**config.mk**
```make
export PLATFORM = sky130hd
export DESIGN_NAME = icache_data
export DESIGN_NICKNAME = d
export VERILOG_FILES = /design/src/icache_pkg.sv /design/src/icache_data.sv
export SDC_FILE = /design/constraint.sdc
export NUM_CORES = 2
export LEC_CHECK = 0
export BUFFER_PORTS_ARGS = -buffer_cell sky130_fd_sc_hd__clkbuf_2
export CORE_ASPECT_RATIO = 0.7
export CORE_UTILIZATION = 43
export CTS_BUF_LIST = sky130_fd_sc_hd__clkbuf_4 sky130_fd_sc_hd__clkbuf_8
export DETAILED_ROUTE_END_ITERATION = 6
export PLACE_DENSITY = 0.63
export SYNTH_ARGS = -nofsm -noshare
export SYNTH_HDL_FRONTEND = slang
export SYNTH_MEMORY_MAX_BITS = 65536
export SYNTH_SLANG_ARGS = --single-unit
```
**constraint.sdc**
```tcl
create_clock -name clk -period 8.4 [get_ports clk]
set_input_delay 0.42 -clock clk [delete_from_list [all_inputs] [get_ports clk]]
set_output_delay 0.42 -clock clk [all_outputs]
set_load 0.05 [all_outputs]
```
**src/icache_pkg.sv**
```systemverilog
package icache_pkg;

    //////////////////////////////////////////////////////////////////////
    // line geometry
    //////////////////////////////////////////////////////////////////////

    localparam int offset_bits = 2;                 // word offset bits in a line
    localparam int line_w      = 1 << offset_bits;  // words per line

    //////////////////////////////////////////////////////////////////////
    // pipeline side
    //////////////////////////////////////////////////////////////////////

    typedef enum logic [1:0] {
        op_init    = 2'd0,  // index-init, way taken from the address
        op_idx_inv = 2'd1,  // index-invalidate
        op_hit_inv = 2'd2,  // invalidate only on a tag hit
        op_ibar    = 2'd3   // barrier, arrays untouched
    } cache_op_t;

    typedef struct packed {
        logic [31:0] addr;
        logic        is_op;     // cache op instead of a fetch
        logic        uncached;  // bypass, never fills
        cache_op_t   op;
    } fetch_req_t;

    // stall sits in bit 0, flush in bit 1
    typedef struct packed {
        logic flush;
        logic stall;
    } pipe_ctrl_t;

    //////////////////////////////////////////////////////////////////////
    // memory side
    //////////////////////////////////////////////////////////////////////

    typedef struct packed {
        logic [31:0] addr;  // line aligned
        logic        req;
    } mem_req_t;

endpackage

```
**src/icache_data.sv**
```systemverilog
`timescale 1ns/100ps

module icache_data #(
    parameter int  index_width  = 4,
    parameter int  offset_width = 2,
    localparam int sets         = 1 << index_width,
    localparam int line_bits    = 32 * icache_pkg::line_w
) (
    input  logic                    clk,
    input  logic [index_width-1:0]  rd_index,
    input  logic [index_width-1:0]  wr_index,
    input  logic [1:0]              we,
    input  logic [line_bits-1:0]    line_in,
    input  logic                    choose_way,
    input  logic                    choose_return,
    input  logic [offset_width-1:0] word_sel,
    output logic [31:0]             inst
);

    logic [line_bits-1:0] mem [2][sets];
    logic [line_bits-1:0] line_q [2];    // read port, one per way
    logic [line_bits-1:0] line_sel;

    always_ff @(posedge clk) begin
        for (int w = 0; w < 2; w++) begin
            if (we[w]) begin
                mem[w][wr_index] <= line_in;
            end
            // write-first, a request taken on the fill edge reads the new line
            if (we[w] && wr_index == rd_index) begin
                line_q[w] <= line_in;
            end else begin
                line_q[w] <= mem[w][rd_index];
            end
        end
    end

    assign line_sel = choose_return ? line_in : line_q[choose_way];  // refill bypass
    assign inst     = line_sel[32*word_sel +: 32];

endmodule

```
* Word-level counts from Yosys, hierarchy flattened *
Memories as Yosys holds them, arrays and structs flattened.
Cells that the tools add are included.
W data, S select, Z words.

word-level totals
  input port bits = 143
  output and inout bits = 32
  memories = 2
  register bits = 0
  memory bits (writable) = 4352

memory list
  memory  words  bits a word  read ports  clocked after Yosys merged registers in  write ports  RTL line           RTL
  mem     2      2048         2           0                                        2            icache_data.sv:20  logic [line_bits-1:0] mem [2][sets];
  line_q  2      128          1           0                                        2            icache_data.sv:21  logic [line_bits-1:0] line_q [2];

operators by class
  multiplexer cells = 21
  reductions and logical operators = 3
  eq/ne operators = 1
  shifts and indexed selects = 1
  bitwise operators = 4
  magnitude comparators = 3

operator list
  operator              number
  $mux W2048            2
  $bmux W128 S4         2
  $mux W128             8
  $demux W128 S4        1
  $shiftx A128 B8 Y32   1
  $ge A5 B5 Y1 const B  2
  $not A4 Y5            2
  $mux W1               8
  $lt A5 B1 Y1 const B  1
  $eq A4 B4 Y1          1
  $logic_and A1 B1 Y1   3
  $or A1 B1 Y1          2

* Logic depth before layout (Yosys ltp) *
  depth after elaboration = 6
  gate-level depth with buffers = 8
  gate-level depth less buffers = 4

* Least setup slack after synthesis *
Ideal clock, no wire load.

  path kind = input port to flip-flop
  start = in wr_index[1]
  end = mem mem[0][2432] (netlist bit) (enable)
  arrival = 6.223 ns
  cell stages on the path = 3
  setup time = 0.617 ns
  setup slack = 1.560 ns
  required time = 7.783 ns
  path buffers = 1
  path through = or2_2 -> clkbuf_1 -> nor2_1

RTL lines
  item             RTL line           RTL
  start, declared  icache_data.sv:11  input logic [index_width-1:0] wr_index,
  end, declared    icache_data.sv:20

* Final worst setup path *
  start = in line_in[39]
  end = out inst[7]

between the ends
  longest elaborated chain between the ends = 2

RTL lines
  item                 RTL line           RTL
  start, declared      icache_data.sv:13  input logic [line_bits-1:0] line_in,
  $mux W128            icache_data.sv:38  assign line_sel = choose_return ? line_in : line_q[choose_way];
  $shiftx A128 B8 Y32  icache_data.sv:39  assign inst = line_sel[32*word_sel +: 32];
  end, declared        icache_data.sv:17  output logic [31:0] inst

Every way passes these cells.

==> impl_metrics.json <==
{
  "status": "finished, final reports clean",
  "maxSlewViolCount": 0,
  "place_inst": 12627,
  "rsz0062_at_grt": "false",
  "h-tree-depth": 6,
  "port_buffers": 174,
  "syn_area_um2": 166000,
  "routed_wl_um": 485000,
  "die_y_um": 522,
  "synth_area_leaders": "edfxtp_1 (74%), mux4_2 (12%), mux2_2 (5.2%)",
  "cts.sinks": 4352,
  "grt_pass1_vias": 84773,
  "syn_inst": 7617,
  "reg2reg_from": "mem[0][3224]",
  "dieArea_um2": 389000,
  "synth.avg_cell_area_um2": 21.8,
  "path_max_fanout": 35,
  "p_total_mw": 44.3,
  "slowest_delay_ps": 900,
  "utilization": 0.488,
  "synth_top_area_frac": 0.740,
  "vias_per_cell": 6.12,
  "track_usage": 0.245,
  "dp_hpwl_um": 246000,
  "fin_area_um2": 187000,
  "routedWlPerCell_um": 35.0,
  "fmax_ghz": 0.250,
  "cts-root-buf": "clkbuf_8",
  "p_leak_nw": 59.5,
  "p_per_area_nw_per_um2": 237,
  "layout.nets": 8406,
  "worst_pin_slew_ps": 1280,
  "layout.cells.most_common": "edfxtp_1",
  "cts_resized": 0,
  "synth_cell_types": 24,
  "timing.rr.end": "line_q[1][24]",
  "finalHoldViolations": 0,
  "cts_tree": "done",
  "cp-start-kind": "input port",
  "synth_seq_cells": 4352,
  "drc_errors": 0,
  "numCtsBuffers": 614,
  "syn-num-nets": 7760,
  "syn_to_final_growth_pct": 12.6,
  "ant_nets": 0,
  "yosysSeqAreaShare": 0.770,
  "critPathSlowestCell": "dlygate4sd3_1",
  "max-slew-margin-rel": 0.145,
  "cp_cell_sequence": "dlygate4sd3_1, clkbuf_2, mux4_2, nand2_1, o21ai_1, clkbuf_2",
  "fin_worst_skew_ps": 59.7,
  "num_rows": 190,
  "crit_type": "in -> out",
  "setup_violations": 0,
  "cts_buffer_depth": 4,
  "hold-path-endpoint": "mem[0][355]",
  "drive_gt1_frac": 0.351,
  "hp-class": "in -> reg",
  "core_area_um2": 384000,
  "cpLargestDelayFamily": "buffers and inverters",
  "antenna_found_initial": 116,
  "grt-ovfl-total": 0,
  "synth_top_area_cell": "edfxtp_1",
  "drt_iter0_markers": 11392,
  "place_congestion": 0.767,
  "firstDrtPassIters": 5,
  "clkLatencyLatePin_ps": 1110,
  "period_share": 0.475,
  "fin_tns_setup_ps": 0,
  "grt_pass1_wl_um": 672000,
  "reg2reg_slack_ps": 6450,
  "crit_buf_inv": 3,
  "yosys_warnings": 0,
  "hold_start": "line_in[99]",
  "worstHoldPathCells": 1,
  "die_x_um": 745,
  "critPathRequiredTime_ps": 7980,
  "placed_cell_area_um2": 174000,
  "cp_common_cell": "clkbuf_2",
  "period_minus_slack_ps": 3990,
  "clk_pin_slew_ps": 70,
  "vdd_ir_drop_max_mv": 0.182,
  "io_pins": 175,
  "grt_max_degree": 141,
  "reg2reg_depth": 4,
  "end_kind": "output port",
  "initial_core_util": 0.433,
  "maxCapViolations": 0,
  "final_cell_mix": "edfxtp_1 (4096), mux4_2 (866), mux2_2 (764)",
  "vias": 84945,
  "crit_arrival_ps": 3570,
  "final_cells": 13872
}
## through the flow
| step | worst slack [ps] | hold WS, ps |
|---|---|---|
| after floorplan | 1560 | 519 |
| after global placement | 4220 | 767 |
| after detailed placement | 4210 | 774 |
| after CTS | 4500 | 0.505 |
| after global routing | 4500 | 57.9 |
| final | 4410 | 90.9 |
## area by class of cell
class / count / area, um^2
timing repair buffer: 490 / 4040
fill: 30861 / 196000
multi-input combinational: 2804 / 36300
clock buffer: 934 / 11300
clock inverter: 175 / 1140
sequential: 4352 / 128000
antenna: 28 / 70.1
inverter: 1 / 11.3
tap: 5088 / 6370
## kinds of logic after synthesis
| logic type | Yosys count | synth area share |
|---|---|---|
| AO/OA/AOI/OAI | 794 | 0.0277 |
| XOR/XNOR | 4 | 0.000211 |
| buffers and inverters | 461 | 0.0129 |
| flip-flops | 4352 | 0.770 |
| multiplexers | 1922 | 0.187 |
| AND/OR/NAND/NOR | 84 | 0.00206 |
## cell usage after synthesis
master / instances
o22ai_1: 508
buf_6: 10
xor2_1: 4
o21ai_0: 258
and2_1: 2
nand3_1: 2
edfxtp_1: 4096
nor4_1: 1
buf_2: 174
buf_1: 48
nor2b_1: 2
or2_1: 1
or2_2: 1
nand2_1: 39
clkbuf_1: 195
mux2i_1: 292
dfxtp_1: 256
o21ai_1: 28
nand2b_1: 3
inv_2: 1
mux4_2: 866
mux2_2: 764
nor2_1: 33
buf_4: 33
## power by group
group	total [mW]	switching, mW	leakage (nW)	internal, mW
sequential	24.5	0.212	39.2	24.3
combinational	2.86	1.77	13.8	1.08
clock	17.0	8.08	6.60	8.90
## layer usage
metal | wire (um) | GRT usage | vias up
li1 | - | - | 33422
met1 | 205000 | 0.364 | 45863
met2 | 220000 | 0.373 | 4831
met3 | 49500 | 0.0524 | 783
met4 | 11000 | 0.0576 | 46
met5 | 281 | 0 | -
## registers in the layout, summed over array words and instances (netlist names)
name / flops
line_q: 256
mem: 4096
## repair_timing
| item | in CTS | in global routing |
|---|---|---|
| hold buffers | 108 | 0 |
| hold endpoints to repair | 3117 | 0 |
| setup buffers | 0 | 0 |
## how the worst max path moves through the flow
stage,from,endpoint,slack [ps],cells after the start
after floorplan,wr_index[1],mem[0][2432],1560,3
after global placement,rd_index[1],line_q[0][49],4220,7
after detailed placement,rd_index[1],line_q[0][42],4210,7
after CTS,line_in[39],inst[7],4500,6
after global routing,line_in[39],inst[7],4500,6
final,line_in[39],inst[7],4410,6
Power figures use the tool's default switching activity.
