File: config.mk
export PLATFORM = sky130hd
export DESIGN_NAME = icache_req_buf
export DESIGN_NICKNAME = d
export VERILOG_FILES = /design/src/icache_pkg.sv /design/src/icache_req_buf.sv
export SDC_FILE = /design/constraint.sdc
export NUM_CORES = 1
export LEC_CHECK = 0
export ABC_CLOCK_PERIOD_IN_PS = 800
export BUFFER_PORTS_ARGS = -buffer_cell sky130_fd_sc_hd__buf_2
export CAP_MARGIN = 15
export CELL_PAD_IN_SITES_DETAIL_PLACEMENT = 1
export CELL_PAD_IN_SITES_GLOBAL_PLACEMENT = 2
export CORE_MARGIN = 5
export CORE_UTILIZATION = 23
export CTS_BUF_LIST = sky130_fd_sc_hd__clkbuf_16
export CTS_CLUSTER_SIZE = 14
export DETAILED_ROUTE_END_ITERATION = 12
export GPL_ROUTABILITY_DRIVEN = 0
export PLACE_DENSITY_LB_ADDON = 0.1
export SYNTH_ARGS = -nofsm -noshare
export SYNTH_HDL_FRONTEND = slang
export SYNTH_SLANG_ARGS = --single-unit
File: constraint.sdc
create_clock -name clk -period 0.8 [get_ports clk]
set_input_delay 0.08 -clock clk [delete_from_list [all_inputs] [get_ports clk]]
set_output_delay 0.08 -clock clk [all_outputs]
set_load 0.01 [all_outputs]
File: src/icache_pkg.sv
package icache_pkg;

    //////////////////////////////////////////////////////////////////////
    // line geometry
    //////////////////////////////////////////////////////////////////////

    localparam int offset_bits = 2;                 // word offset bits in a line
    localparam int line_w      = 1 << offset_bits;  // words per line

    //////////////////////////////////////////////////////////////////////
    // pipeline side
    //////////////////////////////////////////////////////////////////////

    typedef enum logic [1:0] {
        op_init    = 2'd0,  // index-init, way taken from the address
        op_idx_inv = 2'd1,  // index-invalidate
        op_hit_inv = 2'd2,  // invalidate only on a tag hit
        op_ibar    = 2'd3   // barrier, arrays untouched
    } cache_op_t;

    typedef struct packed {
        logic [31:0] addr;
        logic        is_op;     // cache op instead of a fetch
        logic        uncached;  // bypass, never fills
        cache_op_t   op;
    } fetch_req_t;

    // stall sits in bit 0, flush in bit 1
    typedef struct packed {
        logic flush;
        logic stall;
    } pipe_ctrl_t;

    //////////////////////////////////////////////////////////////////////
    // memory side
    //////////////////////////////////////////////////////////////////////

    typedef struct packed {
        logic [31:0] addr;  // line aligned
        logic        req;
    } mem_req_t;

endpackage

File: src/icache_req_buf.sv
`timescale 1ns/100ps

module icache_req_buf #(
    parameter int  index_width  = 4,
    parameter int  offset_width = 2,
    localparam int tag_width    = 30 - index_width - offset_width
) (
    input  logic                    clk,
    input  logic                    rstn,
    input  logic                    we,
    input  icache_pkg::fetch_req_t  req_in,
    output icache_pkg::fetch_req_t  req_q,
    output logic [tag_width-1:0]    tag,
    output logic [index_width-1:0]  index,
    output logic [offset_width-1:0] offset
);

    localparam int idx_lo = 2 + offset_width;   // bits [1:0] are the byte offset
    localparam int tag_lo = idx_lo + index_width;

    // request kind flags
    always_ff @(posedge clk) begin
        if (!rstn) begin
            req_q.is_op    <= 1'b0;
            req_q.uncached <= 1'b0;
        end else if (we) begin
            req_q.is_op    <= req_in.is_op;
            req_q.uncached <= req_in.uncached;
        end
    end

    // address and op code
    always_ff @(posedge clk) begin
        if (we) begin
            req_q.addr <= req_in.addr;
            req_q.op   <= req_in.op;
        end
    end

    assign offset = req_q.addr[idx_lo-1:2];        // word within the line
    assign index  = req_q.addr[tag_lo-1:idx_lo];
    assign tag    = req_q.addr[31:tag_lo];

endmodule

== Word-level counts from Yosys, hierarchy flattened ==
Cells that the tools add are included.
W data, S select, Z words.

* Register bits: 36
* Word-level logic and storage cells: 4
* Input port bits: 39
* Output and inout port bits: 66

== Longest topological paths before layout ==
Gate-level depths: netlist of run 1.

* Word-level depth: 0
* Mapped depth: 2
* Depth with buffers taken out: 2

== Worst setup path after synthesis of run 1 ==
Ideal clock, no wire load.

* Path kind: flip-flop to output port
* Start: register req_q (netlist bit index[2])
* End: output req_q[10] (netlist name)
* Path buffers: 1
* Cell stages (with the launch flop): 2
* Arrival: 0.578 ns
* Data required time: 0.720 ns
* Slack: 0.142 ns
* Path through: edfxtp_1 buf_4

{| class="wikitable"
|+ RTL lines
! element !! line !! source
|-
| start, declared || icache_req_buf.sv:12 || <nowiki>output icache_pkg::fetch_req_t req_q,</nowiki>
|}

No word-level cell between the ends.

== Final worst setup path of run 1 ==
* Start: register req_q[16] (netlist name)
* End: output req_q[16] (netlist name)

No word-level cell between the ends.

==> results by stage, run 1 <==
STA:
- In the finished design, the share of the clock period the worst path needs comes to 1.13.
- The minimum hold slack is 0.0337 ns.
- The final-report max-slew violation count is 0.
- The final critical-path setup slack is -0.107 ns.
- Counting I/O delays and the setup requirement, the final critical path takes 0.907 ns.
- In this run the tightest slew margin relative to its limit is 0.920.
- The number of hold violations in the final report is 0.
- The maximum clock frequency is about 1100 MHz.
- After routing, the total negative slack on setup checks comes to -4.78 ns.
- Setup repair after global routing could not meet its margin everywhere.
- Across the routed clock network, the largest skew measured is 0 ns.
- At the pin with the least slew margin, the transition time is 0.116 ns.
- Setup violations remaining at the end of the flow were counted as 64.

Routing:
- Dividing the detail-routed via count by the number of cells gives 3.60.
- Summing over every cut layer, the via total after detailed routing is 935.
- In the final routed layout, each cell accounts on average for between 10 and 15 um.
- The DRC violation count after routing is 0.
- The remaining antenna violation count is 0.
- The violation count after the first detailed-route iteration is 20.
- The final wirelength is 3220 um.
- The first TritonRoute pass finished after 4 iterations.

Layout:
- The final standard cell area without fillers is between 2000 and 2500 um^2.
- The utilization after layout is 0.404.
- The final net count is 226.
- The area growth from synthesis to final layout is 69.7%.
- The final antenna diode count is 0.
- The share of final-layout standard cells stronger than drive strength 1 is 0.612.

Floorplan:
- The core box area is around 5500 um^2.
- The initial utilization of the core area, before any placement, comes to 0.238.
- The initialized floorplan defines 27 standard-cell rows.
- The die footprint is about 7300 um^2.
- The die outline width is ~86 um.
- Measured along the y axis, the die boundary spans roughly 86 um.
- The I/O pin total is between 100 and 150.

Critical path:
- The worst path arrival time is just over 0.8 ns.
- The cell family contributing the most delay on the critical path is flip-flops.
- The critical path's slowest cell is edfxtp_1.
- The largest single stage delay on the critical path is roughly 0.4 ns.
- The number of buffers and inverters on the critical path is 1.
- The type of the worst setup path is register to primary output.
- STA classifies the critical path startpoint as a register.
- Traced cell by cell, the critical path runs through buf_2.
- STA classifies the critical path endpoint as a primary output.
- STA puts the critical path data required time at just over 0.7 ns.
- In this run the worst path has a maximum fanout of 2.

Synthesis:
- The complex-gate fraction of the synthesized area is 0.
- Synthesis produced a netlist whose cell count is 70.
- Of the total synthesized cell area, the portion taken by full adders, half adders and majority gates is 0.
- The mapped netlist covers between 1000 and 1500 um^2.
- The post-synthesis cell type count is 5.
- By area, the combinational part of the netlist is dominated by buffers and inverters.
- The area share of and/or/nand/nor cells after synthesis is 0.00949.
- The sequential share of the synthesized area is 0.805.
- A synthesized cell averages between 15 and 20 um^2.
- Of the total synthesized cell area, the portion taken by XOR and XNOR cells is 0.
- The Yosys step of the flow raised 0 warnings.
- The post-synth net total is ~110.
- After synthesis the netlist holds a flip-flop and latch count of 36.
- The proportion of synthesized area in mux cells is 0.0152.

Placed design:
- The total placed instance area is 1740 um^2.
- The number of input and output port buffers inserted is 104.

Global routing:
- The sum of overflow across all layers after global routing is 0.
- The number of global-route vias before repair is around 960.
- For this run, the total global-route usage over all layers was measured as 0.0868.
- The wire length of the first global-routing pass is ~4800 um.
- Entering global routing, the biggest net connects 23 pins.
- The initial antenna violation count is 0.

Flow run:
- The number of max-cap violations is 0.

Outcome:
- The final reports fail on negative setup slack.
- The run finished, with violations left.

Clock network:
- The H-tree generated during clock tree synthesis spans 2 levels.
- The insertion delay to the later sink of the worst-skew pair is between 0.2 and 0.3 ns.
- The number of clock buffers added by TritonCTS is 5.
- CTS placed an instance of clkbuf_16 at the clock tree root.
- The sink count of the clock tree is 36.
- TritonCTS built the clock tree.
- Buffers added to address setup during post-CTS repair amount to 0.
- The clock-pin slew on the worst setup and hold paths is around 0.050 ns.
- The clock passes through at most 2 buffers.

Pwr:
- Power spread over the standard cell area amounts to roughly 2100 nW/um^2.
- The worst-case IR drop observed on VDD is roughly 730 uV.
- For this design the static power due to leakage is between 1 and 1.5 nW.
- The total power after layout is roughly 4.8 mW.

Worst hold path:
- The min-delay analysis places its worst path in the category primary input to register.
-- kinds of logic after synthesis --
family,after synthesis
buffers and inverters,30
flip-flops,36
multiplexers,2
AND/OR/NAND/NOR,2
-- final timing paths --
kind | startpoint | endpoint | slack [ns] | depth (start not counted)
max | req_q[16]$_DFFE_PP_ | req_q[16] | -0.11 | 1
min | rstn | req_q[3]$_SDFFE_PN0P_ | 0.03 | 2
max reg2reg | req_q[2]$_SDFFE_PN0P_ | req_q[2]$_SDFFE_PN0P_ | 0.19 | 2
min reg2reg | req_q[3]$_SDFFE_PN0P_ | req_q[3]$_SDFFE_PN0P_ | 0.52 | 2
-- through the flow --
step	setup slack (ns)	std cells
3_3_place_gp	0.0408	218
3_5_place_dp	0.0237	218
4_1_cts	-0.115	260
2_1_floorplan	0.142	70
6_report	-0.107	260
5_1_grt	-0.153	260
-- cell usage after synthesis (all sizes together) --
cell type / number / area (um^2)
dfxtp: 2 / 40.0
mux2i: 2 / 20.0
buf: 30 / 225
nor2b: 2 / 12.5
edfxtp: 34 / 1020
-- power by group --
group	internal, mW	switching (mW)	total (mW)
Clock	1.13	0.679	1.81
Sequential	2.23	0.0565	2.28
Combinational	0.373	0.318	0.691
-- final cells by class --
| type | count | area (um^2) |
|---|---|---|
| multi-input combinational | 4 | 32.5 |
| fill | 612 | 3300 |
| sequential | 36 | 1060 |
| clock inverter | 3 | 13.8 |
| clock buffer | 5 | 125 |
| timing repair buffer | 140 | 913 |
| tap | 72 | 90.1 |
-- state kept, by name (all words and copies together) (netlist names) --
signal and flops:
req_q 30, index 4, offset 2
-- timing repair --
item                                    CTS  global route
gates resized for setup                   4             0
hold buffers                             34             0
endpoints found under the setup margin   66            66
hold endpoints to repair                 34             0
-- layout by cell type, fill, tap and decap left out --
master and n:
buf_12 2, dfxtp_2 2, edfxtp_1 34, clkbuf_16 5
buf_6 2, buf_2 102, mux2i_1 2, nor2b_1 2
clkinv_1 1, dlygate4sd3_1 34, clkinv_2 2
-- per-layer routing --
metal / GRT usage / wire, um / vias to the layer above
met1: 0.0856 / 1140 / 424
met4: 0.0302 / 14 / 0
met3: 0.0423 / 347 / 2
met2: 0.157 / 1720 / 56
met5: 0 / 0 / -
li1: - / - / 453
No activity file was read; power rests on OpenSTA's default activity.
==> run 2, diff against run 1 <==
Settings changed: ABC_AREA set to 1.
==> results by stage, run 2 <==
Clock network:
- The number of buffers inserted to repair setup after CTS is 0.
- The tree is rooted in a clkbuf_16.
- The clock tree buffer depth is 2.
- The insertion delay to the later sink of the worst-skew pair is 0.27 ns.
- The clock-pin slew on the worst setup and hold paths is approximately 0.050 ns.
- CTS built an H-tree with a depth of 2.
- Counting every sink on the clock net gives 36.
- The CTS tree is yes.
- The TritonCTS buffer count is 5.

Pwr:
- Across the VDD grid, the largest voltage drop is around 740 uV.
- Dividing total power by cell area gives a power density of between 2000 and 2500 nW/um^2.
- Summed over all cells, the static leakage comes to 1.02 nW.

Global routing:
- The number of global-route vias before repair is about 1000.
- For this run, the total global-route usage over all layers was measured as 0.0894.
- The sum of overflow across all layers after global routing is 0.
- The wire length of the first global-routing pass is 4870 um.
- The initial antenna violation count is 0.
- Entering global routing, the biggest net connects 21 pins.

Layout:
- In the layout the commonest cells are buf_2, dlygate4sd3_1, edfxtp_1, clkbuf_16.
- At the end of the flow the core is filled with cells to 0.405.
- In the final layout, the share of cells above drive strength 1 is 0.593.
- Leaving out fill and tap cells, the most frequent cell in the layout is buf_2.
- The area growth from synthesis to layout is 69.5%.
- The multi-input combinational cells in the finished layout cover a total of approximately 30 um^2.
- Counting the fill cells in the layout gives approximately 630.
- More flip-flops sit in one register than any other, and that register is req_q.
- At the end of the flow, the number of nets in the layout was 232.
- The register with the most flip-flops in the layout has 30 of them.
- The final antenna diode count is 0.
- The sequential cell area is about 1100 um^2.

Outcome:
- The run finished, with violations left.
- The final reports fail on negative setup slack.

Critical path:
- STA puts the critical path data required time at between 0.7 and 0.8 ns.
- The startpoint type of the worst setup path is a register.
- On the critical path, the stage with the largest delay is an instance of edfxtp_1.
- The peak fanout along the critical path is 2.
- The signal on the critical path passes through buf_2.
- The worst stage delay on the critical path is 0.40 ns.
- The count of buffer and inverter cells on the critical path is 1.
- The element type at the critical path end is a primary output.
- The type of the worst setup path is register to primary output.
- The cell family contributing the most delay on the critical path is flip-flops.
- The worst path arrival time is 0.84 ns.

Routing:
- The total iterations of the first detailed-routing run is 3.
- In this run the top signal layer used is met4.
- The violation count after the first detailed-route iteration is 25.
- The detailed router put a total of 1070 um of wire on met1.
- In the routed layout, each cell is associated on average with a via count of around 3.7.
- The final wirelength is around 3400 um.
- The DRC violation count after routing is 0.
- In the detailed route, the total length drawn on met2 is ~1900 um.
- The remaining antenna violation count is 0.
- Dividing the detail-routed wire length by the instance count gives between 10 and 15 um.
- The routed layout has 985 vias.
- The amount of wire on met3 after detailed routing is about 330 um.

Synthesis:
- The async set-reset flop share out of synthesis is 0.
- The post-synth net total is between 100 and 150.
- Sorting the synthesized cells by how often they occur yields edfxtp_1, buf_4, nand2_1, nor2_1.
- The cell with the most instances after synthesis is edfxtp_1.
- The number of warnings reported in the yosys synthesis log is 0.
- The most used flip-flop cell after synthesis is edfxtp_1.
- Counting every instance in the synthesized netlist gives 76.
- By area the synthesized netlist is led by edfxtp_1, buf_4, dfxtp_1.
- After synthesis the netlist holds a flip-flop and latch count of 36.
- A synthesized cell averages roughly 17 um^2.
- The cell accounting for the most synthesized area is edfxtp_1.
- The synthesized netlist contains 6 unique library cells.
- Of the post-synthesis cell area, the dominant cell type holds 0.771.
- The sequential share of the synthesized area is 0.802.
- The number of synthesized flops with an enable pin is 34.
- The synthesized area is roughly 1300 um^2.

Worst hold path:
- The type of the most critical hold path is primary input to register.

Floorplan:
- In this run the core area contains 27 standard-cell rows.
- between 100 and 150 I/O pins were placed.
- In this run the standard cell core region covers 5540 um^2.
- The die footprint is roughly 7400 um^2.
- The initial standard-cell utilization of the core is 0.239.
- The die is approximately 86 um tall.
- The floorplan step set the die width to 85.9 um.

Placed design:
- The number of input and output port buffers inserted is 104.

STA:
- Setup repair after global routing could not meet its margin everywhere.
- Setup violations remaining at the end of the flow were counted as 64.
- The final-report max-slew violation count is 0.
- For this run, the top clock speed supported by timing is ~1100 MHz.
- The number of hold violations in the final report is 0.
- The slew at the pin with the worst max-slew slack is roughly 0.15 ns.
- The final critical-path setup slack is -0.118 ns.
- The worst clock skew is 0 ns.
- Headroom to the max-slew limit came out at 0.902.
- The post-route minimum period is slightly above 0.9 ns.
- The share of the clock period used by the worst path is 1.15.
- For the final routed database, the setup TNS stands at -5.42 ns.

Flow run:
- The tool flagged a number of max-cap violations equal to 0.
[run 2: final timing paths]
path / endpoint / depth (start not counted) / from / slack [ns]
setup reg to reg: req_q[3]$_SDFFE_PN0P_ / 2 / req_q[3]$_SDFFE_PN0P_ / 0.23
setup / recovery: req_q[14] / 1 / req_q[14]$_DFFE_PP_ / -0.12
hold / removal: req_q[2]$_SDFFE_PN0P_ / 3 / rstn / 0.04
hold reg to reg: req_q[3]$_SDFFE_PN0P_ / 2 / req_q[3]$_SDFFE_PN0P_ / 0.49
[run 2: cells by family (layout without fill, tap and decap cells)]
logic type	after synthesis	in the layout	synth area share
buffers and inverters	32	150	0.176
and+or+nand+nor	8	8	0.0227
DFF	36	36	0.802
[run 2: metal layers]
metal | vias up | global-route usage
li1 | 467 | -
met2 | 54 | 0.166
met3 | 4 | 0.0355
met5 | - | 0
met4 | 0 | 0.0475
met1 | 460 | 0.0824
[run 2: area by class of cell]
cell class / instances / share of cell area
Clock buffer: 5 / 0.0558
Clock inverter: 3 / 0.00613
Inverter: 2 / 0.00335
Multi-Input combinational cell: 8 / 0.0134
Sequential cell: 36 / 0.474
Tap cell: 72 / 0.0402
Timing Repair Buffer: 140 / 0.407
[run 2: where the power goes]
group | internal [mW] | switching [mW]
logic | 0.373 | 0.326
registers | 2.23 | 0.0627
clock network | 1.13 | 0.688
total | 3.73 | 1.08
[run 2: stage by stage]
stage / hold slack, ns / power (mW) / std cells / setup WS [ns] / instance area, um^2
after CTS: 0.0266 / 4.89 / 266 / -0.141 / 2240
after global routing: 0.0334 / 5.04 / 266 / -0.157 / 2240
after detailed placement: 0.259 / 2.91 / 224 / 0.0604 / 1750
after floorplan: 0.179 / 2.65 / 76 / 0.142 / 1320
after global placement: 0.257 / 2.90 / 224 / 0.0590 / 1750
final: 0.0351 / 4.81 / 266 / -0.118 / 2240
[run 2: what timing repair did]
action                                  4_1_cts  5_1_grt
endpoints found under the hold margin        34        0
pin swaps                                     0        0
hold buffers                                 34        0
resized for setup                             4        0
endpoints found under the setup margin       66       66
==> run 3, diff against run 2 <==
Settings changed: CORE_MARGIN 5 to 10, SETUP_SLACK_MARGIN set to 0.1, SKIP_LAST_GASP set to 1.
==> results by stage, run 3 (synthesis results as in run 2) <==
Outcome:
- The flow ran to the end, but the final reports show violations.
- The final reports fail on negative setup slack.

Layout:
- Leaving out fill and tap cells, the most frequent cells in the layout are buf_2, edfxtp_1, dlymetal6s4s_1, dlygate4sd3_1, clkbuf_16.
- Leaving out fill and tap cells, the most frequent cell in the layout is buf_2.
- The final antenna diode count is 0.
- The flip-flop count of the largest register after layout is 30.
- The area growth from synthesis to final layout is 73.1%.
- The share of final-layout standard cells stronger than drive strength 1 is 0.574.
- More flip-flops sit in one register than any other, and that register is req_q.
- In the final design database the tool counted approximately 230 nets.
- Measured on the finished design, the core utilization comes to 0.414.
- The layout filler cell count is 600.

Critical path:
- STA puts the critical path data required time at 0.72 ns.
- The kind of cell adding the most delay to the critical path is flip-flops.
- The count of buffer and inverter cells on the critical path is 1.
- In this run the worst path has a maximum fanout of 2.
- The worst stage delay on the critical path is between 0.4 and 0.5 ns.
- The critical path is of the register to primary output type.
- The largest individual stage delay along the critical path comes from the cell edfxtp_1.
- STA classifies the critical path startpoint as a register.
- The worst setup path is captured at a primary output.
- The worst path arrival time is roughly 0.84 ns.
- The critical path goes through buf_2.

Global routing:
- The first global-routing pass estimated approximately 5800 um of wire.
- Entering global routing, the biggest net connects 25 pins.
- For this run, the total global-route usage over all layers was measured as 0.0847.
- The sum of overflow across all layers after global routing is 0.
- The number of global-route vias before repair is around 1100.
- The initial antenna violation count is 0.

Clock network:
- The clock root buffer is clkbuf_16.
- After clock tree synthesis, the clock-pin slew on the worst setup and hold paths is 0.05 ns.
- The CTS tree is yes.
- The number of buffers inserted to repair setup after CTS is 0.
- The clock net in this run drives a total of 36 sinks.
- Counting the buffers created by CTS gives 5.
- The clock passes through at most 2 buffers.
- CTS built an H-tree with a depth of 2.
- At the later pin of the worst-skew pair, clock insertion delay measures ~0.27 ns.

Routing:
- The per-cell routed wire length is ~15 um.
- For this block, the routed nets add up to a little over 4000 um of wire.
- Across all layers, the routed design uses around 1000 vias.
- For this run, the detailed router's first-pass iteration total came to 4.
- For this run, design rule violations remaining after detail routing come to 0.
- In this run, the number of DRC markers left after iteration 0 of detailed routing was 17.
- The remaining antenna violation count is 0.
- The via density per instance is about 3.7.

Pwr:
- For this design the ratio of total power to cell area is between 2000 and 2500 nW/um^2.
- In this run the power spent charging and discharging nets is between 1 and 1.5 mW.
- Of the total power, the share spent switching nets is 0.220.
- The leakage power summed over all cells is about 1.2 nW.
- Of the total power, registers draw 0.478.
- The total power after layout is a little under 5 mW.
- Of the total power, the clock network draws 0.368.
- The worst voltage drop across the vdd grid is between 800 and 900 uV.
- Of the total power, combinational logic draws 0.153.
- The internal power summed over all cells is 3.75 mW.

STA:
- Clock skew on the completed layout was measured at 0 ns.
- The final critical-path setup slack is -0.122 ns.
- The final-report max-slew violation count was 0.
- Static timing analysis puts the maximum clock frequency at 1080 MHz.
- The share of the clock period used by the worst path is 1.15.
- Setup violations remaining at the end of the flow were counted as between 60 and 70.
- The routed design could run at a clock period as short as 0.922 ns.
- The slew at the pin with the worst max-slew slack is between 0.1 and 0.15 ns.
- The worst relative slew slack is 0.910.
- The number of hold violations in the final report came to 0.
- Setup repair after global routing could not meet its margin everywhere.

Floorplan:
- The core box area is 5540 um^2.
- The initial standard-cell utilization of the core is 0.239.
- The total number of placement rows is 27.
- From bottom edge to top edge, the die measures ~96 um.
- The die footprint is roughly 9000 um^2.
- For this design the top-level I/O count stands at between 100 and 150.
- The die outline width is approximately 96 um.

Flow run:
- The number of max-cap violations is 0.

Worst hold path:
- The type of the most critical hold path is primary input to register.

Placed design:
- The number of input and output port buffers inserted is roughly 100.
run 3: cell types whose count changed in the layout (fill, tap and decap cells not counted), sizes merged:
cell          change
buf               -4
clkinv            -2
dlymetal6s4s     +23
inv               +2
dlygate4sd3      -23
run 3: timing repair:
action	4_1_cts	5_1_grt
cloned	0	0
resized for setup	4	25
endpoints found under the setup margin	66	93
endpoints found under the hold margin	34	1
hold buffers	33	1
pin swaps	0	0
run 3: area by class of cell:
cell class	count	area, um^2	share of cell area
clock inverter	3	11.3	0.00492
timing repair buffer	136	963	0.421
sequential	36	1060	0.464
tap	72	90.1	0.0393
clock buffer	5	125	0.0546
multi-input combinational	8	30.0	0.0131
inverter	2	7.51	0.00328
run 3: worst paths after layout:
path                      endpoint  depth (start not counted)             startpoint  slack (ns)
max                      req_q[11]                          1     index[3]$_DFFE_PP_       -0.12
min          req_q[3]$_SDFFE_PN0P_                          3                   rstn        0.05
max reg2reg  req_q[2]$_SDFFE_PN0P_                          2  req_q[2]$_SDFFE_PN0P_        0.23
min reg2reg  req_q[3]$_SDFFE_PN0P_                          2  req_q[3]$_SDFFE_PN0P_        0.49
run 3: power groups by stage:
stage	sequential [mW]	combinational, mW	clock (mW)
final	2.30	0.737	1.77
after global routing	2.32	0.795	1.91
after global placement	2.32	0.592	0
after detailed placement	2.33	0.595	0
after CTS	2.30	0.733	1.84
after floorplan	2.41	0.238	0
run 3: metal layers:
metal | GRT usage | vias to the layer above | part of all wire
met5 | 0 | - | 0
met4 | 0.0442 | 0 | 0.020
met3 | 0.0374 | 7 | 0.097
met2 | 0.161 | 53 | 0.56
met1 | 0.0721 | 456 | 0.32
li1 | - | 455 | -
run 3: metrics by stage:
| stage | setup WS [ns] | instance area, um^2 | cells | hold WS [ns] | TNS [ns] |
|---|---|---|---|---|---|
| final | -0.122 | 2290 | 262 | 0.0472 | -5.45 |
| after CTS | -0.136 | 2230 | 265 | -0.00795 | -6.22 |
| after floorplan | 0.142 | 1320 | 76 | 0.179 | 0 |
| after global placement | 0.0866 | 1750 | 224 | 0.257 | 0 |
| after global routing | -0.157 | 2290 | 262 | 0.0433 | -7.88 |
| after detailed placement | 0.0738 | 1750 | 224 | 0.258 | 0 |
