## src/icache_pkg.sv

```systemverilog
package icache_pkg;

    //////////////////////////////////////////////////////////////////////
    // line geometry
    //////////////////////////////////////////////////////////////////////

    localparam int offset_bits = 2;                 // word offset bits in a line
    localparam int line_w      = 1 << offset_bits;  // words per line

    //////////////////////////////////////////////////////////////////////
    // pipeline side
    //////////////////////////////////////////////////////////////////////

    typedef enum logic [1:0] {
        op_init    = 2'd0,  // index-init, way taken from the address
        op_idx_inv = 2'd1,  // index-invalidate
        op_hit_inv = 2'd2,  // invalidate only on a tag hit
        op_ibar    = 2'd3   // barrier, arrays untouched
    } cache_op_t;

    typedef struct packed {
        logic [31:0] addr;
        logic        is_op;     // cache op instead of a fetch
        logic        uncached;  // bypass, never fills
        cache_op_t   op;
    } fetch_req_t;

    // stall sits in bit 0, flush in bit 1
    typedef struct packed {
        logic flush;
        logic stall;
    } pipe_ctrl_t;

    //////////////////////////////////////////////////////////////////////
    // memory side
    //////////////////////////////////////////////////////////////////////

    typedef struct packed {
        logic [31:0] addr;  // line aligned
        logic        req;
    } mem_req_t;

endpackage

```

## src/icache_fsm.sv

```systemverilog
`timescale 1ns/100ps

module icache_fsm #(
    parameter int index_width  = 4,
    parameter int offset_width = 2
) (
    input  logic                   clk,
    input  logic                   rstn,
    input  logic                   valid,
    input  icache_pkg::pipe_ctrl_t ctrl,
    output logic                   ready,
    input  icache_pkg::fetch_req_t req_q,
    input  logic [1:0]             hit,
    input  logic                   victim,
    input  logic                   addr_ok,
    input  logic                   data_ok,
    output logic                   mem_req_o,
    output logic                   buf_we,
    output logic [1:0]             data_we,
    output logic [1:0]             inv,
    output logic                   use0,
    output logic                   use1,
    output logic                   init_en,
    output logic                   init_way,
    output logic                   choose_way,
    output logic                   choose_return,
    output logic                   inst_valid
);

    import icache_pkg::*;

    // index ops pick the way with the lowest tag bit
    localparam int way_bit = 2 + offset_width + index_width;

    typedef enum logic [2:0] {
        s_idle, s_lookup, s_miss_req, s_miss_wait, s_operation, s_flush
    } state_t;

    state_t     state;
    state_t     next_state;
    state_t     cur;          // decoded state
    logic       rstn_q;
    logic       shown;        // hit already answered, held by stall
    logic       ready_int;
    logic       accept;
    logic       miss;
    logic [1:0] hit_one;

    assign ready   = ready_int & rstn_q;     // no ready in the first cycle out of reset
    assign accept  = valid & ready;
    assign buf_we  = accept;
    assign hit_one = hit[0] ? 2'b01 : {hit[1], 1'b0};
    assign miss    = !(|hit) || req_q.uncached;

    // every accept lands in lookup, the buffered request tells op from fetch
    assign cur = (state == s_lookup && req_q.is_op) ? s_operation : state;

    always_ff @(posedge clk) begin
        if (!rstn) begin
            state  <= s_idle;
            rstn_q <= 1'b0;
            shown  <= 1'b0;
        end else begin
            state  <= next_state;
            rstn_q <= 1'b1;
            if (accept) begin
                shown <= 1'b0;
            end else if (inst_valid) begin
                shown <= 1'b1;
            end
        end
    end

    //////////////////////////////////////////////////////////////////////
    // next state
    //////////////////////////////////////////////////////////////////////

    always_comb begin
        next_state = s_idle;
        unique case (cur)
            s_idle, s_flush: next_state = accept ? s_lookup : cur;
            s_lookup: begin
                if (ctrl.flush) begin
                    next_state = accept ? s_lookup : s_flush;
                end else if (miss) begin
                    next_state = addr_ok ? s_miss_wait : s_miss_req;  // fast handshake
                end else if (ctrl.stall) begin
                    next_state = s_lookup;
                end else begin
                    next_state = accept ? s_lookup : s_idle;
                end
            end
            s_operation: next_state = accept ? s_lookup : (ctrl.flush ? s_flush : s_idle);
            s_miss_req:  next_state = addr_ok ? s_miss_wait : s_miss_req;
            s_miss_wait: begin
                if (!data_ok) begin
                    next_state = s_miss_wait;
                end else begin
                    next_state = accept ? s_lookup : s_idle;
                end
            end
            default: next_state = s_idle;
        endcase
    end

    //////////////////////////////////////////////////////////////////////
    // outputs
    //////////////////////////////////////////////////////////////////////

    always_comb begin
        ready_int     = 1'b0;
        mem_req_o     = 1'b0;
        data_we       = 2'b00;
        inv           = 2'b00;
        use0          = 1'b0;
        use1          = 1'b0;
        init_en       = 1'b0;
        init_way      = req_q.addr[way_bit];
        choose_way    = hit_one[1];
        choose_return = 1'b0;
        inst_valid    = 1'b0;
        unique case (cur)
            s_idle, s_flush: ready_int = 1'b1;
            s_lookup: begin
                if (ctrl.flush) begin
                    ready_int = 1'b1;                    // request dropped
                end else if (miss) begin
                    mem_req_o = 1'b1;
                    if (req_q.uncached) inv = hit_one;   // drop a cached copy
                end else begin
                    ready_int  = !ctrl.stall;
                    inst_valid = !shown;
                    use0       = !shown && hit[0];
                    use1       = !shown && !hit[0];
                end
            end
            s_operation: begin
                ready_int = 1'b1;
                if (!ctrl.flush) begin
                    unique case (req_q.op)
                        op_init:    init_en = 1'b1;
                        op_idx_inv: inv[req_q.addr[way_bit]] = 1'b1;
                        op_hit_inv: inv = hit_one;
                        default:    ;                   // ibar
                    endcase
                end
            end
            s_miss_req: mem_req_o = 1'b1;
            s_miss_wait: begin
                if (data_ok) begin
                    ready_int     = 1'b1;
                    inst_valid    = 1'b1;
                    choose_return = 1'b1;
                    if (!req_q.uncached) begin
                        data_we[victim] = 1'b1;          // fill the lru way
                        use0            = !victim;
                        use1            = victim;
                    end
                end
            end
            default: ;
        endcase
    end

endmodule

```

## config.mk

```make
export PLATFORM = sky130hd
export DESIGN_NAME = icache_fsm
export DESIGN_NICKNAME = d
export VERILOG_FILES = /design/src/icache_pkg.sv /design/src/icache_fsm.sv
export SDC_FILE = /design/constraint.sdc
export NUM_CORES = 1
export LEC_CHECK = 0
export BUFFER_PORTS_ARGS = -buffer_cell sky130_fd_sc_hd__buf_2
export CAP_MARGIN = 40
export CORE_ASPECT_RATIO = 0.7
export CORE_UTILIZATION = 23
export DETAILED_ROUTE_END_ITERATION = 16
export PLACE_DENSITY_LB_ADDON = 0.12
export SYNTH_ARGS = -nofsm -noshare
export SYNTH_HDL_FRONTEND = slang
export SYNTH_SLANG_ARGS = --single-unit
export TNS_END_PERCENT = 30
```

## constraint.sdc

```tcl
create_clock -name clk -period 3.9 [get_ports clk]
set_clock_uncertainty 0.05 [all_clocks]
set_input_delay 0.585 -clock clk [delete_from_list [all_inputs] [get_ports clk]]
set_output_delay 0.585 -clock clk [all_outputs]
set_load 0.05 [all_outputs]
```

* After elaboration in Yosys (flattened, before gate mapping)
Cells that the tools add are included.
Cells by class: add/subtract/negate cells 0, $mul 0, divide/modulo/power cells 0, order comparisons 4, equality and inequality tests 8, shift operators 0, mux-type cells 51, bitwise logic cells 3, reductions and logical operators 17
Operators with widths (number):
- $mux 1 | 25
- $mux 2 | 10
- $mux 3 | 6
- $pmux 3 s5 | 1
- $pmux 1 s2 | 4
- $pmux 2 s2 | 2
- $eq 3x1->1 const B | 2
- $eq 3x2->1 const B | 2
- $eq 3x3->1 const B | 2
- $reduce_or 2->1 | 3
- $logic_and 1x1->1 | 5
- $logic_not 1->1 | 5
- $lt 1x2->1 const B | 2
- $logic_not 3->1 | 1
- $pmux 1 s3 | 1
- $reduce_or 3->1 | 1
- $and 1x1->1 | 2
- $demux 1 s1 | 2
- $eq 2x1->1 const B | 1
- $eq 2x2->1 const B | 1
- $ge 1x1->1 const B | 2
- $logic_not 2->1 | 1
- $logic_or 1x1->1 | 1
- $not 1->1 | 1
Storage, ports and cells: flip-flop bits (word level) 5, bits in latches 0, memory bits (writable) 0, bits in read-only memories 0, bits of input ports 46, output and inout bits 14, word-level logic and storage cells 86, memories 0

* Logic depth before layout (Yosys ltp)
Gate-level depths: netlist (run 1).
depth in word-level cells 13, depth in mapped cells 6, depth with buffers taken out 6

* Worst setup path after synthesis (run 1)
Ideal clock, no wire load.
path type input to output, start input port req_q[0] (netlist name), end output port inv[0], arrival time 2.364 ns, data required time 3.265 ns, slack 0.901 ns, cell stages on the path 6, buffers on the path 0, path through inv_1 -> ha_1 -> nand2b_1 -> a21oi_2 -> a22oi_1 -> o32ai_1
On the way: word-level cells in the longest chain between the ends 4, elaborated cells between the ends (all ways) 5, those cells by class 2 x eq/ne; 3 x mux
Ends and longest elaborated chain:
- start, declared | RTL line icache_fsm.sv:12 | input icache_pkg::fetch_req_t req_q,
- $eq 2x2->1 or $eq 2x1->1 (tied branches) | RTL line icache_fsm.sv:140 | unique case (req_q.op)
- $pmux 2 s2 * | RTL line icache_fsm.sv:140
- $mux 2 * | RTL line icache_fsm.sv:139 | if (!ctrl.flush) begin
- $pmux 2 s2 * | RTL line icache_fsm.sv:122 | unique case (cur)
- end, declared | RTL line icache_fsm.sv:20 | output logic [1:0] inv,
Mark *: on every way between the ends. The rest lies on a longest branch, timed or not.

* Worst setup path in the final report (run 1)
start register state[0], end output port use1
On the way: word-level cells in the longest chain between the ends 5, elaborated cells between the ends (all ways) 6, those cells by class 3 x eq/ne; 2 x mux; 1 x reduce/logical
Ends and longest elaborated chain:
- start, declared | RTL line icache_fsm.sv:39 | state_t state;
- start signal, assigned | RTL line icache_fsm.sv:60 | state <= s_idle;
- start signal, assigned | RTL line icache_fsm.sv:64 | state <= next_state;
- $eq 3x1->1 | RTL line icache_fsm.sv:56 | assign cur = (state == s_lookup && req_q.is_op) ? s_operation : state;
- $logic_and 1x1->1 | RTL line icache_fsm.sv:56
- $mux 3 * | RTL line icache_fsm.sv:56
- $eq 3x2->1 or $eq 3x1->1 (tied branches) | RTL line icache_fsm.sv:122
- $pmux 1 s2 * | RTL line icache_fsm.sv:122
- end, declared | RTL line icache_fsm.sv:22 | output logic use1,
Marked as above.

==> results of run 1 <==
final cells by class:
type	count	area, µm²	share of cell area [%]
Multi-Input combinational cell	55	407	54.7
Clock buffer	4	26.3	3.54
Inverter	8	30.0	4.04
Sequential cell	5	100	13.5
Timing Repair Buffer	28	140	18.9
Tap cell	32	40.0	5.39
placed cells by master (no fill, tap or decap), types with 2 or more instances in the layout:
| cell | count |
|---|---|
| a31oi_1 | 2 |
| nand3b_1 | 3 |
| buf_2 | 28 |
| dfxtp_1 | 5 |
| nand3_1 | 3 |
| o21ai_0 | 2 |
| ha_1 | 3 |
| a21oi_1 | 4 |
| a21o_2 | 2 |
| inv_1 | 8 |
| nor2_1 | 4 |
| clkbuf_4 | 3 |
| nand2_1 | 6 |
| nand2b_1 | 4 |
| nor3_1 | 2 |
logic make-up after synthesis:
group                      Yosys count  share of synthesized area, %
AOI/OAI and AO/OA                   19                          28.2
and+or+nand+nor                     31                          33.0
DFF                                  5                          17.6
buffers and inverters               12                          10.8
adders and majority gates            3                          6.61
muxes                                2                          3.74
sequential cells by signal (all words and copies together), names as in the netlist:
signal	cells
shown	1
state	3
rstn_q	1
routing by layer:
layer | part of all wire, % | up-vias
met3 | 4.0 | 0
met1 | 58 | 251
li1 | - | 310
met5 | 0 | -
met4 | 0 | 0
met2 | 38 | 17
final timing paths:
kind | to | slack, ns
worst max-delay path | use1 | 1.34
worst min register to register | shown$_SDFFE_PP0P_ | 0.49
worst max register to register | shown$_SDFFE_PP0P_ | 2.36
worst min-delay path | rstn_q$_DFF_P_ | 0.48
power groups by stage:
stage | combinational (mW) | clock (mW) | sequential (mW)
after global routing | 0.0654 | 0.0687 | 0.0589
after floorplan | 0.0466 | 0 | 0.0557
after CTS | 0.0600 | 0.0631 | 0.0583
after global placement | 0.0596 | 0 | 0.0588
after detailed placement | 0.0596 | 0 | 0.0593
final | 0.0598 | 0.0600 | 0.0584
worst max-delay path: stages (launching register included):
cell,delay [ns]
dfxtp_1,0.53
nor2b_4,0.27
nand2_4,0.08
nor4_2,0.36
a21o_2,0.18
buf_2,0.25
==> summary.md, run 1 <==
| Metric | Value |
|---|---|
| CTS Sinks | 5 |
| Routed vias | 578 |
| CTS resizes | 0 |
| Fin cells | 132 |
| Post-synth EDFFs | 0 |
| Mapped Area | 568 µm² |
| Min-delay src | rstn |
| Total core area | 0.00224 mm² |
| GP Congestion | 0.712 |
| Setup crit start kind | flip-flop |
| Die H | 43.6 µm |
| CP Data Required Time | 3.26 ns |
| Pre-CTS WS | 1.43 ns |
| Yosys warns | 0 |
| Fin area | 743 µm² |
| Max-cap violations | 0 |
| Total wire length | 1510 µm |
| Reg-to-reg critical path startpoint | state[0]$_SDFF_PN0_ |
| Crit path from | state[0]$_SDFF_PN0_ |
| Area growth, synth to finish | 30.8% |
| Sequential power share | 32.8% |
| RSZ-0062 raised after global routing | no |
| Setup Buffers After CTS | 0 |
| Final hold vios | 0 |
| Met2 Track Usage GR | 16.5% |
| CTS Hold Buffers Added | 0 |
| Mapped Avg Cell Area | 7.89 µm² |
| Final Util | 33.1% |
| Final setup vio count | 0 |
| Status | completed |
| Fillcell total | 275 |
| Crit Path Class | flip-flop to output pin |
| Final min period | 2.56 ns |
| Proportion of layout cells with a drive suffix above 1 | 44.0% |
| Depth of the most critical reg-to-reg path | 4 |
| Clk pwr share | 33.7% |
| Root Buffer Master | clkbuf_4 |
| Count leader, synth | inv_1 |
| Top cell type's share of synthesized area | 17.6% |
| TritonCTS buffer count | 3 |
| Peak supply drop | 0.113 mV |
| Internal Power | 0.114 mW |
| I/O pin total | 60 |
| Initial antenna violation count | 0 |
| Post-route ant nets | 0 |
| Hold slack | 0.479 ns |
| Met3 usage | 6.27% |
| Setup TNS | 0 ns |
| Crit path setup slack, layout | 1.34 ns |
| Crit-path max FO | 11 |
| Pin count of the biggest net entering global routing | 12 |
| Placed cell count | 128 |
| Final Max Tran Viols | 0 |
| CTS tree | yes |
| Hold Path Class | primary input to flip-flop |
| Hold depth | 1 |
| Ys flop type | dfxtp_1 |
| Row count | 14 |
| Combinational Power Share | 33.6% |
| Most Crowded Layer GR | met1 |
| Global-route wire length before repair | 2530 µm |
| Grt ovf | 0 |
| Drt first pass iters | 4 |
| GRT Util Overall | 13.1% |
| IO buf count | 28 |
| Sw Share | 35.8% |
| Placed cell areas | 717 µm² |
| Clock slew at reported path FFs | 0.04 ns |
| NetSw | 0.0638 mW |
| CP arrival | 1.92 ns |
| Yosys top cell by area | dfxtp_1 |
| LEAKAGE | 0.380 nW |
| Ranking of synthesized cells by area | dfxtp_1, ha_1, inv_1, o311ai_4, nand2b_1 |
| GR Util met1 | 20.2% |
| Per-cell routed wire length | 11.4 µm |
| Die ar. | 0.00268 mm² |
| Slew margin rel. | 74.2% |
| Synth cell count leaders | inv_1, nand2_1, dfxtp_1 |
| Starting DRC count in detailed routing | 18 |
| Post-Syn Instances | 72 |
| Nets | 150 |
| Initial core utilization | 25.3% |
| Least-Margin Pin Slew | 0.384 ns |
| FFs w/ async S/R, synth | 0% |
| Htree depth | 1 |
| Worst-skew pair later-pin latency | 0.24 ns |
| DR vias/cell | 4.38 |
| DRC viols | 0 |
| Syn_nets | 121 |
| Seq/Total Area, Yosys | 17.6% |
| CTS Buffer Depth | 2 |
| Pwr Density | 240 mW/mm² |
| Power, Total | 0.178 mW |
| Antenna cells | 0 |
| Chip width | 61.4 µm |
| Synthesized flop and latch total | 5 |
| HPWL Detailed | 1220 µm |
| Peak Freq | 0.391 GHz |
| Yosys cell types | 36 |
| Vias in the first global route | 530 |
| Crit end category | output pin |
| Final cycle utilization of the critical path | 65.6% |
Note: power is estimated with default switching activity, not from simulation.
==> run 2, diff against run 1 <==
==> constraint.sdc (replaced) <==
create_clock -name clk -period 2.6 [get_ports clk]
set_clock_uncertainty 0.05 [all_clocks]
set_input_delay 0.39 -clock clk [delete_from_list [all_inputs] [get_ports clk]]
set_output_delay 0.39 -clock clk [all_outputs]
set_load 0.05 [all_outputs]
==> run 2 against run 1 <==
  * Combinational power increased by 49%
  * Global-route usage decreased by 0.85 points
  * First-iteration DRC count increased by 5.6%
  * Cell area increased by 0.67%
  * Total power increased by 49%
  * Sequential share of layout area decreased by 0.090 points
  * Core utilization increased by 0.22 points
  * Clock power increased by 49%
  * Critical path depth unchanged
  * Critical path type unchanged
==> summary.md, run 2 (synthesized netlist as in run 1, its figures left out) <==
| Metric | Value |
|---|---|
| Status | completed |
| CTS Buffer Depth | 2 |
| Met1 WL | 792 µm |
| Highest routed layer | met3 |
| Final hold vios | 0 |
| Crit-path max cell delay | 0.50 ns |
| CTS tree | yes |
| DR vias/cell | 4.37 |
| Hold Path Class | primary input to flip-flop |
| Fin area | 748 µm² |
| Pin count of the biggest net entering global routing | 12 |
| Final min period | 2.34 ns |
| Routed vias | 577 |
| Max-cap violations | 0 |
| LEAKAGE | 0.381 nW |
| Met2 Wirelength | 498 µm |
| RSZ-0062 raised after global routing | no |
| Chip width | 61.4 µm |
| GRT Util Overall | 12.2% |
| Most frequent cells in the layout | buf_2, inv_1, nand2_1 |
| Proportion of layout cells with a drive suffix above 1 | 45.0% |
| Root Buffer Master | clkbuf_4 |
| Largest registers | state (3), rstn_q (1), shown (1) |
| Crit-path max FO | 11 |
| Final cycle utilization of the critical path | 90.0% |
| Met3 WL post-DR | 110 µm |
| CP max-delay cell | dfxtp_1 |
| Worst-skew pair later-pin latency | 0.24 ns |
| Placed cell areas | 722 µm² |
| Grt ovf | 0 |
| Area growth, synth to finish | 31.7% |
| Crit Path Class | flip-flop to output pin |
| Max reg flops | 3 |
| I/O pin total | 60 |
| Peak supply drop | 0.124 mV |
| Total wire length | 1400 µm |
| Power, Total | 0.265 mW |
| CP arrival | 1.90 ns |
| HPWL Detailed | 1130 µm |
| CTS Hold Buffers Added | 0 |
| IO buf count | 28 |
| Largest register by flop count | state |
| Clock slew at reported path FFs | 0.04 ns |
| Htree depth | 1 |
| Per-cell routed wire length | 10.6 µm |
| Setup crit start kind | flip-flop |
| Nets | 150 |
| Final Util | 33.4% |
| Setup Buffers After CTS | 0 |
| Antenna cells | 0 |
| Pwr Density | 354 mW/mm² |
| Initial antenna violation count | 0 |
| Placed cell count | 128 |
| GP Congestion | 0.685 |
| Vias in the first global route | 523 |
| Fillcell total | 258 |
| Least-Margin Pin Slew | 0.391 ns |
| Crit-path cells | nor2b_4, nand2_4, nor4_2, a21o_2, buf_2 |
| Final Max Tran Viols | 0 |
| Final setup vio count | 0 |
| Post-route ant nets | 0 |
| CP Data Required Time | 2.16 ns |
| Drt first pass iters | 4 |
| Peak Freq | 0.427 GHz |
| DRC viols | 0 |
| Setup TNS | 0 ns |
| Starting DRC count in detailed routing | 19 |
| Die H | 43.6 µm |
| TritonCTS buffer count | 3 |
| Global-route wire length before repair | 2360 µm |
| Crit end category | output pin |
| CTS resizes | 0 |
| Fin cells | 132 |
| Die ar. | 0.00268 mm² |
| Slew margin rel. | 73.7% |
| Commonest non-fill, non-tap cell in the layout | buf_2 |
| CTS Sinks | 5 |
| Total core area | 0.00224 mm² |
| Row count | 14 |
| Initial core utilization | 25.3% |
run 2: changes by cell type in the layout (fill, tap and decap cells not counted):
cell     change
nor3b_1      -1
nor3b_2      +1
run 2: path summary, 6_finish.rpt:
path,slack (ns),to,cells after the start,start
worst min-delay path,0.27,rstn_q$_DFF_P_,1,rstn
worst max-delay path,0.26,use0,5,state[0]$_SDFF_PN0_
worst min register to register,0.48,shown$_SDFFE_PP0P_,1,shown$_SDFFE_PP0P_
worst max register to register,1.08,shown$_SDFFE_PP0P_,4,state[0]$_SDFF_PN0_
run 2: area by class of cell:
class	instances	area, µm²	share of cell area, %
Inverter	8	30.0	4.01
Multi-Input combinational cell	55	412	55.0
Tap cell	32	40.0	5.35
Sequential cell	5	100	13.4
Clock buffer	4	26.3	3.51
Timing Repair Buffer	28	140	18.7
run 2: through the flow:
step / hold WS [ns] / setup WS (ns)
floorplan: 0.368 / -0.00900
global placement: 0.480 / 0.497
detailed placement: 0.476 / 0.514
CTS: 0.255 / 0.244
global route: 0.263 / 0.0975
finish: 0.266 / 0.259
run 2: metal layers:
metal | global-route usage (%) | vias to the layer above
li1 | - | 310
met1 | 19.1 | 240
met2 | 14.8 | 27
met3 | 6.27 | 0
met4 | 1.33 | 0
met5 | 0 | -
run 2: critical path, delay by kind of cell (launching register included):
kind | cells | cell delay (ns)
AOI/OAI and AO/OA | 1 | 0.19
buffers and inverters | 1 | 0.25
DFF | 1 | 0.50
and+or+nand+nor | 3 | 0.72
run 2: power by group:
part | switching (mW) | internal (mW)
Sequential | 0.00643 | 0.0804
Combinational | 0.0558 | 0.0332
Clock | 0.0313 | 0.0580
==> run 3, diff against run 2 <==
==> constraint.sdc (replaced) <==
create_clock -name clk -period 2.35 [get_ports clk]
set_clock_uncertainty 0.05 [all_clocks]
set_input_delay 0.3525 -clock clk [delete_from_list [all_inputs] [get_ports clk]]
set_output_delay 0.3525 -clock clk [all_outputs]
set_load 0.05 [all_outputs]
==> run 3 against run 2 <==
  * Non-clock buffer count up 1
  * Clock power up 14%
  * Cell area up 1.2%
  * Combinational power up 13%
  * Final cell count up 0.76%
  * Global-route usage up 0.12 points
  * Critical endpoint is now use1
  * Largest cell class unchanged
==> summary.md, run 3 (synthesized netlist as in run 1, its figures left out) <==
| Metric | Value |
|---|---|
| Status | completed |
| Final Util | 33.8% |
| Crit Path Class | flip-flop to output pin |
| Starting DRC count in detailed routing | 50 |
| Max reg flops | 3 |
| CP arrival | 1.78 ns |
| DRC viols | 0 |
| Worst-skew pair later-pin latency | 0.24 ns |
| Crit-path leading delay family | simple AND/OR/NAND/NOR gates |
| CTS Sinks | 5 |
| Placed cell areas | 729 µm² |
| Root Buffer Master | clkbuf_4 |
| Antenna cells | 0 |
| Final Max Tran Viols | 0 |
| Clock slew at reported path FFs | 0.05 ns |
| HPWL Detailed | 1190 µm |
| Total core area | 0.00224 mm² |
| Most frequent cells in the layout | buf_2, inv_1, nand2_1 |
| Critical path depth in cells | 5 |
| Die H | 43.6 µm |
| Bufs and invs on worst path | 1 |
| Crit-path max FO | 11 |
| Proportion of layout cells with a drive suffix above 1 | 46.5% |
| GRT Util Overall | 12.3% |
| Area growth, synth to finish | 33.3% |
| DR vias/cell | 4.49 |
| NetSw | 0.107 mW |
| Pin count of the biggest net entering global routing | 12 |
| Crit-path cells | nor2b_4, nand2_4, nor4_2, a21o_2, buf_2 |
| Critical R2R Capture | shown$_SDFFE_PP0P_ |
| Clk pwr share | 34.1% |
| Final setup vio count | 0 |
| Reg2Reg Setup Slack | 0.96 ns |
| Commonest non-fill, non-tap cell in the layout | buf_2 |
| CP max-delay cell | dfxtp_2 |
| Drt first pass iters | 4 |
| Reg-to-reg critical path startpoint | state[0]$_SDFF_PN0_ |
| Post-route ant nets | 0 |
| Pwr Density | 394 mW/mm² |
| Nets | 151 |
| Crit-path max cell delay | 0.42 ns |
| Final min period | 2.18 ns |
| Placed cell count | 129 |
| Initial core utilization | 25.3% |
| Chip width | 61.4 µm |
| I/O pin total | 60 |
| Vias in the first global route | 529 |
| Final cycle utilization of the critical path | 92.7% |
| LEAKAGE | 0.387 nW |
| Sw Share | 36.0% |
| Hold Path Class | primary input to flip-flop |
| Depth of the most critical reg-to-reg path | 4 |
| Fillcell total | 264 |
| Global-route wire length before repair | 2390 µm |
| Combinational Power Share | 33.9% |
| Fin cells | 133 |
| Per-cell routed wire length | 10.8 µm |
| Row count | 14 |
| Max-cap violations | 0 |
| Die ar. | 0.00268 mm² |
| Slew margin rel. | 73.8% |
| Crit path from | state[0]$_SDFF_PN0_ |
| Grt ovf | 0 |
| Htree depth | 1 |
| GP Congestion | 0.681 |
| IO buf count | 28 |
| Fin area | 757 µm² |
| CTS Buffer Depth | 2 |
| CP Data Required Time | 1.95 ns |
| Crit end category | output pin |
| Initial antenna violation count | 0 |
| Peak supply drop | 0.171 mV |
| Final hold vios | 0 |
| Largest registers | state (3), rstn_q (1), shown (1) |
| TritonCTS buffer count | 3 |
| Least-Margin Pin Slew | 0.390 ns |
| Sequential power share | 32.0% |
| CTS Hold Buffers Added | 0 |
| Largest register by flop count | state |
| Internal Power | 0.191 mW |
| Routed vias | 597 |
| Setup crit start kind | flip-flop |
| CP endpoint | use1 |
| Total wire length | 1440 µm |
| Peak Freq | 0.459 GHz |
| RSZ-0062 raised after global routing | no |
| CTS tree | yes |
| Power, Total | 0.298 mW |
run 3: routing by layer:
layer	track usage (%)	share of wire, %	vias to the layer above	wire length [µm]
met5	0	0	-	0
met4	1.33	0	0	0
met3	5.37	6.3	0	90
met2	15.4	37	22	533
met1	19.5	57	260	813
li1	-	-	315	-
run 3: area by class of cell:
cell class              count  area, µm²  share of cell area (%)
inverters                   8       30.0                    3.97
well taps                  32       40.0                    5.29
repair buffers             29        148                    19.5
flip-flops and latches      5        101                    13.4
clock buffers               4       26.3                    3.47
multi-input cells          55        412                    54.4
run 3: metrics by stage:
stage	hold WS (ns)	TNS (ns)	setup WS, ns
floorplan	0.330	-0.418	-0.184
global placement	0.478	0	0.296
detailed placement	0.476	0	0.318
CTS	0.222	0	0.0437
global route	0.231	0	0.0462
finish	0.232	0	0.172
run 3: worst min path at each step:
stage          slack, ns  depth (start not counted)        endpoint  from
3_5_place_dp        0.48                          1  rstn_q$_DFF_P_  rstn
4_1_cts             0.22                          1  rstn_q$_DFF_P_  rstn
3_3_place_gp        0.48                          1  rstn_q$_DFF_P_  rstn
2_1_floorplan       0.33                          0  rstn_q$_DFF_P_  rstn
6_report            0.23                          1  rstn_q$_DFF_P_  rstn
5_1_grt             0.23                          1  rstn_q$_DFF_P_  rstn
run 3: repair_timing:
| action | CTS | global route |
|---|---|---|
| setup endpoints to repair | 0 | 4 |
| gates resized for setup | 0 | 1 |
| setup buffers | 0 | 0 |
run 3: power groups by stage:
stage | sequential (mW) | clock [mW] | combinational [mW]
finish | 0.0954 | 0.102 | 0.101
global route | 0.0965 | 0.110 | 0.111
CTS | 0.0950 | 0.104 | 0.101
detailed placement | 0.0966 | 0 | 0.101
global placement | 0.0967 | 0 | 0.101
floorplan | 0.0925 | 0 | 0.0774
